File: config.mk
export PLATFORM = sky130hd
export DESIGN_NAME = intan_chan_flat
export DESIGN_NICKNAME = d
export VERILOG_FILES = /design/src/source/adc_pkg.sv /design/src/source/intan_if.sv /design/src/source/intan_chan.sv /design/src/flat_wrapper.sv
export SDC_FILE = /design/constraint.sdc
export NUM_CORES = 1
export LEC_CHECK = 0
export BUFFER_PORTS_ARGS = -buffer_cell sky130_fd_sc_hd__buf_2
export CORE_UTILIZATION = 50
export DETAILED_ROUTE_END_ITERATION = 8
export PLACE_DENSITY = 0.79
export SLEW_MARGIN = 20
export SYNTH_ARGS = -nofsm -noshare
export SYNTH_HDL_FRONTEND = slang
export SYNTH_SLANG_ARGS = --single-unit
File: constraint.sdc
create_clock -name sys_clk -period 4.72 [get_ports sys_clk]
set_input_delay 0.472 -clock sys_clk [delete_from_list [all_inputs] [get_ports sys_clk]]
set_output_delay 0.472 -clock sys_clk [all_outputs]
set_load 0.1 [all_outputs]
File: src/source/adc_pkg.sv
package adc_pkg;

    // slot count and frame widths
    localparam int N_SLOT = 4;
    localparam int WORD_W = 16;
    localparam int KIND_W = 2;
    localparam int BYTE_W = 8;

    // identity byte each chip returns in the low byte of a check frame
    localparam logic [BYTE_W-1:0] CHIP_ID [N_SLOT] = '{
        8'hF0,
        8'hF4,
        8'hF8,
        8'hFC
    };

    // identity request, top two bits set
    localparam logic [WORD_W-1:0] CMD_CHECK = {2'b11, {(WORD_W-2){1'b0}}};

    // convert request, top bit clear
    localparam logic [WORD_W-1:0] CMD_CONVERT = '0;

    typedef enum logic [1:0] {
        OP_IDLE  = 2'd0,
        OP_CHECK = 2'd1,
        OP_CONF  = 2'd2,
        OP_READ  = 2'd3
    } op_t;

endpackage

File: src/source/intan_if.sv
`timescale 1ns/1ps

interface intan_if;
    import adc_pkg::*;

    // controller to slot
    logic              start;
    op_t               op;

    // slot status
    logic              done;
    logic              kind_ok;
    logic [KIND_W-1:0] kind;

    // sample FIFO, head always visible on rd_data
    logic [WORD_W-1:0] rd_data;
    logic              empty;
    logic              full;
    logic              rd_en;

    modport ctrl (output start, output op, input done);

    modport chan (
        input  start, op, rd_en,
        output done, kind_ok, kind, rd_data, empty, full
    );

    modport drain (
        input  kind_ok, kind, rd_data, empty, full,
        output rd_en
    );

endinterface

File: src/source/intan_chan.sv
`timescale 1ns/1ps

module intan_chan #(
    parameter int SCLK_DIV   = 2,
    parameter int FIFO_DEPTH = 4,
    parameter int SLOT       = 0
) (
    input  logic                       sys_clk,
    input  logic                       reset,
    input  logic [adc_pkg::KIND_W-1:0] kind,
    input  logic [adc_pkg::WORD_W-1:0] cmd,
    input  logic                       miso,
    output logic                       sclk,
    output logic                       cs_n,
    output logic                       mosi,
    intan_if.chan                      bus
);
    import adc_pkg::*;

    localparam int DIV_W = (SCLK_DIV > 1) ? $clog2(SCLK_DIV) : 1;
    localparam int BIT_W = $clog2(WORD_W);
    localparam int PTR_W = (FIFO_DEPTH > 1) ? $clog2(FIFO_DEPTH) : 1;
    localparam int CNT_W = $clog2(FIFO_DEPTH + 1);

    typedef enum logic [1:0] {ST_IDLE, ST_SHIFT, ST_FIN} state_t;

    state_t            state;
    op_t               op_q;
    logic [DIV_W-1:0]  div_cnt;
    logic [BIT_W-1:0]  bit_cnt;
    logic [WORD_W-1:0] tx_word;
    logic [WORD_W-1:0] tx_sr;
    logic [WORD_W-1:0] rx_sr;
    logic [KIND_W-1:0] kind_q;
    logic              kind_ok_q;
    logic              done_q;
    logic              half_end;
    logic              load;
    logic              rise;
    logic              shift;

    logic [WORD_W-1:0] mem [FIFO_DEPTH];
    logic [PTR_W-1:0]  wr_ptr;
    logic [PTR_W-1:0]  rd_ptr;
    logic [CNT_W-1:0]  count;
    logic              push;
    logic              pop;

    // word sent in the frame
    always_comb begin
        case (bus.op)
            OP_CHECK: tx_word = CMD_CHECK;
            OP_CONF:  tx_word = cmd;
            default:  tx_word = CMD_CONVERT;
        endcase
    end

    assign half_end = (state == ST_SHIFT) && (div_cnt == DIV_W'(SCLK_DIV - 1));
    assign load     = (state == ST_IDLE) && bus.start;
    assign rise     = half_end && !sclk;
    assign shift    = half_end && sclk && (bit_cnt != BIT_W'(WORD_W - 1));

    always_ff @(posedge sys_clk) begin
        if (reset) begin
            state     <= ST_IDLE;
            op_q      <= OP_IDLE;
            div_cnt   <= '0;
            bit_cnt   <= '0;
            sclk      <= 1'b0;
            cs_n      <= 1'b1;
            mosi      <= 1'b0;
            done_q    <= 1'b0;
            kind_q    <= '0;
            kind_ok_q <= 1'b0;
        end else begin
            done_q <= 1'b0;
            case (state)
                ST_IDLE: begin
                    if (bus.start) begin
                        state   <= ST_SHIFT;
                        op_q    <= bus.op;
                        div_cnt <= '0;
                        bit_cnt <= '0;
                        cs_n    <= 1'b0;
                        mosi    <= tx_word[WORD_W-1];
                    end
                end
                ST_SHIFT: begin
                    if (!half_end) begin
                        div_cnt <= div_cnt + 1'b1;
                    end else begin
                        div_cnt <= '0;
                        if (!sclk) begin
                            sclk <= 1'b1;
                        end else if (shift) begin
                            sclk    <= 1'b0;
                            bit_cnt <= bit_cnt + 1'b1;
                            mosi    <= tx_sr[WORD_W-2];
                        end else begin
                            // last high half done, close the frame
                            sclk  <= 1'b0;
                            cs_n  <= 1'b1;
                            mosi  <= 1'b0;
                            state <= ST_FIN;
                        end
                    end
                end
                default: begin
                    state  <= ST_IDLE;
                    done_q <= 1'b1;
                    if (op_q == OP_CHECK) begin
                        kind_q    <= kind;
                        kind_ok_q <= (rx_sr[BYTE_W-1:0] == CHIP_ID[SLOT]);
                    end
                end
            endcase
        end
    end

    // MSB first both ways, MISO taken on the rising SCLK edge
    always_ff @(posedge sys_clk) begin
        if (load) begin
            tx_sr <= tx_word;
        end else if (shift) begin
            tx_sr <= {tx_sr[WORD_W-2:0], 1'b0};
        end
        if (rise) begin
            rx_sr <= {rx_sr[WORD_W-2:0], miso};
        end
    end

    // sample FIFO, a word for a full FIFO is lost
    assign push = (state == ST_FIN) && (op_q == OP_READ) && (count != CNT_W'(FIFO_DEPTH));
    assign pop  = bus.rd_en && (count != '0);

    always_ff @(posedge sys_clk) begin
        if (push) begin
            mem[wr_ptr] <= rx_sr;
        end
    end

    always_ff @(posedge sys_clk) begin
        if (reset) begin
            wr_ptr <= '0;
            rd_ptr <= '0;
            count  <= '0;
        end else begin
            if (push) begin
                wr_ptr <= (wr_ptr == PTR_W'(FIFO_DEPTH - 1)) ? '0 : wr_ptr + 1'b1;
            end
            if (pop) begin
                rd_ptr <= (rd_ptr == PTR_W'(FIFO_DEPTH - 1)) ? '0 : rd_ptr + 1'b1;
            end
            if (push && !pop) begin
                count <= count + 1'b1;
            end else if (pop && !push) begin
                count <= count - 1'b1;
            end
        end
    end

    assign bus.done    = done_q;
    assign bus.kind    = kind_q;
    assign bus.kind_ok = kind_ok_q;
    assign bus.rd_data = mem[rd_ptr];
    assign bus.empty   = (count == '0);
    assign bus.full    = (count == CNT_W'(FIFO_DEPTH));

endmodule

File: src/flat_wrapper.sv
// flat-port wrapper written by rule: the top's interface ports become plain ports
module intan_chan_flat import adc_pkg::*;
#(
    parameter int SCLK_DIV   = 2,
    parameter int FIFO_DEPTH = 4,
    parameter int SLOT       = 0
)
  (sys_clk, reset, kind, cmd, miso, sclk, cs_n, mosi, bus_start, bus_op, bus_rd_en, bus_done, bus_kind_ok, bus_kind, bus_rd_data, bus_empty, bus_full);
  intan_if bus_i ();
  input  logic sys_clk;
  input  logic reset;
  input  logic [adc_pkg::KIND_W-1:0] kind;
  input  logic [adc_pkg::WORD_W-1:0] cmd;
  input  logic miso;
  output logic sclk;
  output logic cs_n;
  output logic mosi;
  input wire logic [$bits(bus_i.start)-1:0] bus_start;
  input wire logic [$bits(bus_i.op)-1:0] bus_op;
  input wire logic [$bits(bus_i.rd_en)-1:0] bus_rd_en;
  output wire logic [$bits(bus_i.done)-1:0] bus_done;
  output wire logic [$bits(bus_i.kind_ok)-1:0] bus_kind_ok;
  output wire logic [$bits(bus_i.kind)-1:0] bus_kind;
  output wire logic [$bits(bus_i.rd_data)-1:0] bus_rd_data;
  output wire logic [$bits(bus_i.empty)-1:0] bus_empty;
  output wire logic [$bits(bus_i.full)-1:0] bus_full;
  assign bus_i.start = bus_start;
  assign bus_i.op = bus_op;
  assign bus_i.rd_en = bus_rd_en;
  assign bus_done = bus_i.done;
  assign bus_kind_ok = bus_i.kind_ok;
  assign bus_kind = bus_i.kind;
  assign bus_rd_data = bus_i.rd_data;
  assign bus_empty = bus_i.empty;
  assign bus_full = bus_i.full;
  intan_chan #(.SCLK_DIV(SCLK_DIV), .FIFO_DEPTH(FIFO_DEPTH), .SLOT(SLOT)) u_core (.sys_clk(sys_clk), .reset(reset), .kind(kind), .cmd(cmd), .miso(miso), .sclk(sclk), .cs_n(cs_n), .mosi(mosi), .bus(bus_i));
endmodule
==> key figures <==
Run status
  • Status: complete, no violations

Finish
  • Most frequent cells in the layout: 95 x edfxtp_1, 49 x buf_2, 36 x nand2_1, 24 x dfxtp_1
  • Final #Nets: 384
  • Final Util: 60.9%
  • Commonest non-fill, non-tap cell in the layout: edfxtp_1
  • Ant. Diodes: 0
  • Fraction of layout cells with a size suffix above 1: between 20 and 30%
  • Area grow syn2layout: 18.6%

Clocking
  • Clock Tree Root: clkbuf_8
  • CTS Buf Count: 17
  • Clk slew on worst S/H paths: 0.05 ns
  • Skew-Pair Late Insertion Delay: ~0.51 ns
  • Htree depth: 4
  • Hold-fix buffers, CTS: 0
  • Clock buffer depth: 2
  • CTS tree: done
  • Clock Sinks: between 100 and 150
  • Post-CTS resize count: 0
  • Post-CTS setup repair buffer count: 0

Floorplan
  • Core Area: ~9200 µm²
  • Die area: about 10000 µm²
  • Chip height: 99.0 µm
  • IO Count: 50
  • Die X: 99.0 µm
  • Initial Util: 51.4%
  • FP Rows: 35

Detailed routing
  • 1st-iter DRT viols: between 70 and 80
  • Drt total wl: 7530 µm
  • Wire length per cell: 15.9 µm
  • Via-to-Cell Ratio: 5.39
  • Final ANT Viol Nets: 0
  • DRC errors left: 0
  • Via count: 2543
  • Router iterations before antenna repair: 7

Min path
  • Worst min path class: in2reg

Worst setup path
  • Worst-path maximum fanout: 16
  • Startpoint types: register
  • Crit path max-delay family: flip-flops
  • WP data required: 4.25 ns
  • Worst EP arrival: 2.10 ns
  • CP Cell Sequence: mux4_2, buf_2
  • WS Path Type: reg2out
  • Worst Setup End Kind: output port
  • Slowest cell on the critical path: dfxtp_2
  • CP bufs+invs: 1
  • CP max stage delay: 0.70 ns

STA
  • RSZ-0062 raised after global routing: false
  • Slew Viols, Final: 0
  • Period minus WS final: 2.58 ns
  • Setup violators final: 0
  • Worst Tran Pin Value: 0.867 ns
  • Worst Clk Skew: 0.00737 ns
  • Fin Setup TNS: 0 ns
  • Fmax: 0.388 GHz
  • Final Hold Vio Count: 0
  • Worst relative slew slack: between 40% and 50%
  • Final period utilization: 54.6%

GRT
  • Vias in the first global route: 2496
  • Tot GR Track Use: 17.3%
  • Initial antenna violation count: 0
  • Pin count of the biggest net entering global routing: 25
  • First-pass GRT wire length: about 12000 µm
  • Grt ovf: 0

Synth
  • Post-Synthesis Cells: between 200 and 300
  • Sequential-to-total area share from yosys stat: 71.3%
  • Library cells used by synthesis: 43
  • Yosys reg bits: 120
  • Synthesized Nets: 328
  • Synth async-reset ratio: 0%
  • Area of the mapped netlist: 4700 µm²
  • Number of synthesized flops with an enable pin: 95
  • Avg Cell Area, Syn: around 16 µm²
  • Yosys warnings: 0
  • Main flop type after synthesis: edfxtp_1

Power and ir drop
  • Total power: 3140 µW
  • Clk network pwr share: a little under two fifths
  • Max rail drop VDD: 0.247 mV
  • Flop pwr share: 40.0%
  • Switch share: 33.1%
  • Leakage power: 0.00205 µW
  • PD cells: ~560 nW/µm²
  • Net Sw Power: approximately 1000 µW
  • Internal: 2100 µW
  • Combinational group share of total power: 21.8%

Place
  • Port-buffer cells: 49
  • Detailed-placement wirelength estimate: ~4800 µm
  • Placer Congestion: between 0.7 and 0.8

Job
  • Max cap viols: 0
## power by group through the flow
| stage | combinational (µW) | clock [µW] | sequential [µW] |
|---|---|---|---|
| finish | 686 | 1200 | 1260 |
| global route | 714 | 1270 | 1270 |
| CTS | 691 | 1220 | 1260 |
| detailed placement | 691 | 0 | 1280 |
| global placement | 680 | 0 | 1270 |
| floorplan | 641 | 0 | 1240 |
## cells in the mapped netlist, types with 3 or more instances
| master | n | area, µm² |
|---|---|---|
| edfxtp_1 | 95 | 2850 |
| nand2_1 | 36 | 135 |
| dfxtp_1 | 25 | 500 |
| mux4_2 | 16 | 360 |
| nand3_1 | 16 | 80.1 |
| a21oi_1 | 12 | 60.1 |
| nor2_1 | 11 | 41.3 |
| ha_1 | 9 | 113 |
| inv_1 | 5 | 18.8 |
| mux2i_1 | 5 | 50.1 |
| and2_1 | 4 | 25.0 |
| or3_1 | 4 | 25.0 |
| buf_2 | 3 | 15.0 |
| buf_4 | 3 | 22.5 |
| buf_6 | 3 | 33.8 |
| clkbuf_1 | 3 | 11.3 |
| nand3b_1 | 3 | 22.5 |
| nor3_1 | 3 | 15.0 |
| xor2_1 | 3 | 26.3 |
## worst paths after layout
kind                                                      start                               to  slack, ns  cells after the start
worst max-delay path                                   register                   bus_rd_data[5]       2.14                      2
worst min-delay path                                       miso        u_core.rx_sr[0]$_DFFE_PP_       0.15                      1
worst max register to register     u_core.state[1]$_SDFFE_PP0P_     u_core.count[2]$_SDFFE_PP0P_       2.23                      8
worst min register to register  u_core.bus.kind_ok$_SDFFE_PP0P_  u_core.bus.kind_ok$_SDFFE_PP0P_       0.45                      2
## flip-flops by register name, summed over array words and instances, names as in the netlist, 3 cells and up, named ones only
signal          count
u_core.bit_cnt      4
u_core.tx_sr       15
u_core.mem         64
u_core.rx_sr       16
u_core.count        3
## cell families (layout without fill, tap and decap cells)
logic type	count (synthesis)	count (layout)	share of synthesized area [%]
flops	120	120	71.3
simple gates	93	93	10.0
compound gates	27	27	4.21
mux	21	21	8.73
buf+inv	19	87	2.32
fa+ha+maj	10	10	2.82
xor+xnor	3	3	0.559
## layer usage
layer / wire length [µm] / GRT usage (%) / vias up
met4: 82 / 8.50 / 0
met5: 0 / 0 / -
li1: - / - / 1232
met3: 361 / 5.39 / 10
met1: 3430 / 21.2 / 1217
met2: 3650 / 28.1 / 84
## final cells by class
| type | count | area (µm²) |
|---|---|---|
| flip-flops and latches | 120 | 3350 |
| fillers | 674 | 3580 |
| well taps | 111 | 139 |
| repair buffers | 50 | 253 |
| clock buffers | 17 | 414 |
| inverters | 6 | 22.5 |
| multi-input cells | 154 | 1240 |
| clock inverters | 14 | 149 |
## worst register-to-register path, cell delays in order, from the launching register on
cell      delay (ns)
dfxtp_1         0.54
nand4b_1        0.27
nor2_1          0.30
ha_1            0.24
inv_1           0.06
fa_1            0.37
xor2_1          0.18
or3_1           0.30
a21oi_1         0.15
## through the flow
| step | instance area (µm²) | instances | worst slack, ns | hold WS [ns] |
|---|---|---|---|---|
| final | 5580 | 472 | 2.14 | 0.150 |
| after global routing | 5580 | 472 | 2.00 | 0.123 |
| after CTS | 5570 | 472 | 1.67 | 0.126 |
| after detailed placement | 5010 | 441 | 2.21 | 0.449 |
| after global placement | 5010 | 441 | 2.31 | 0.447 |
| after floorplan | 4700 | 293 | 1.69 | 0.444 |
No activity file was read; power rests on OpenSTA's default activity.
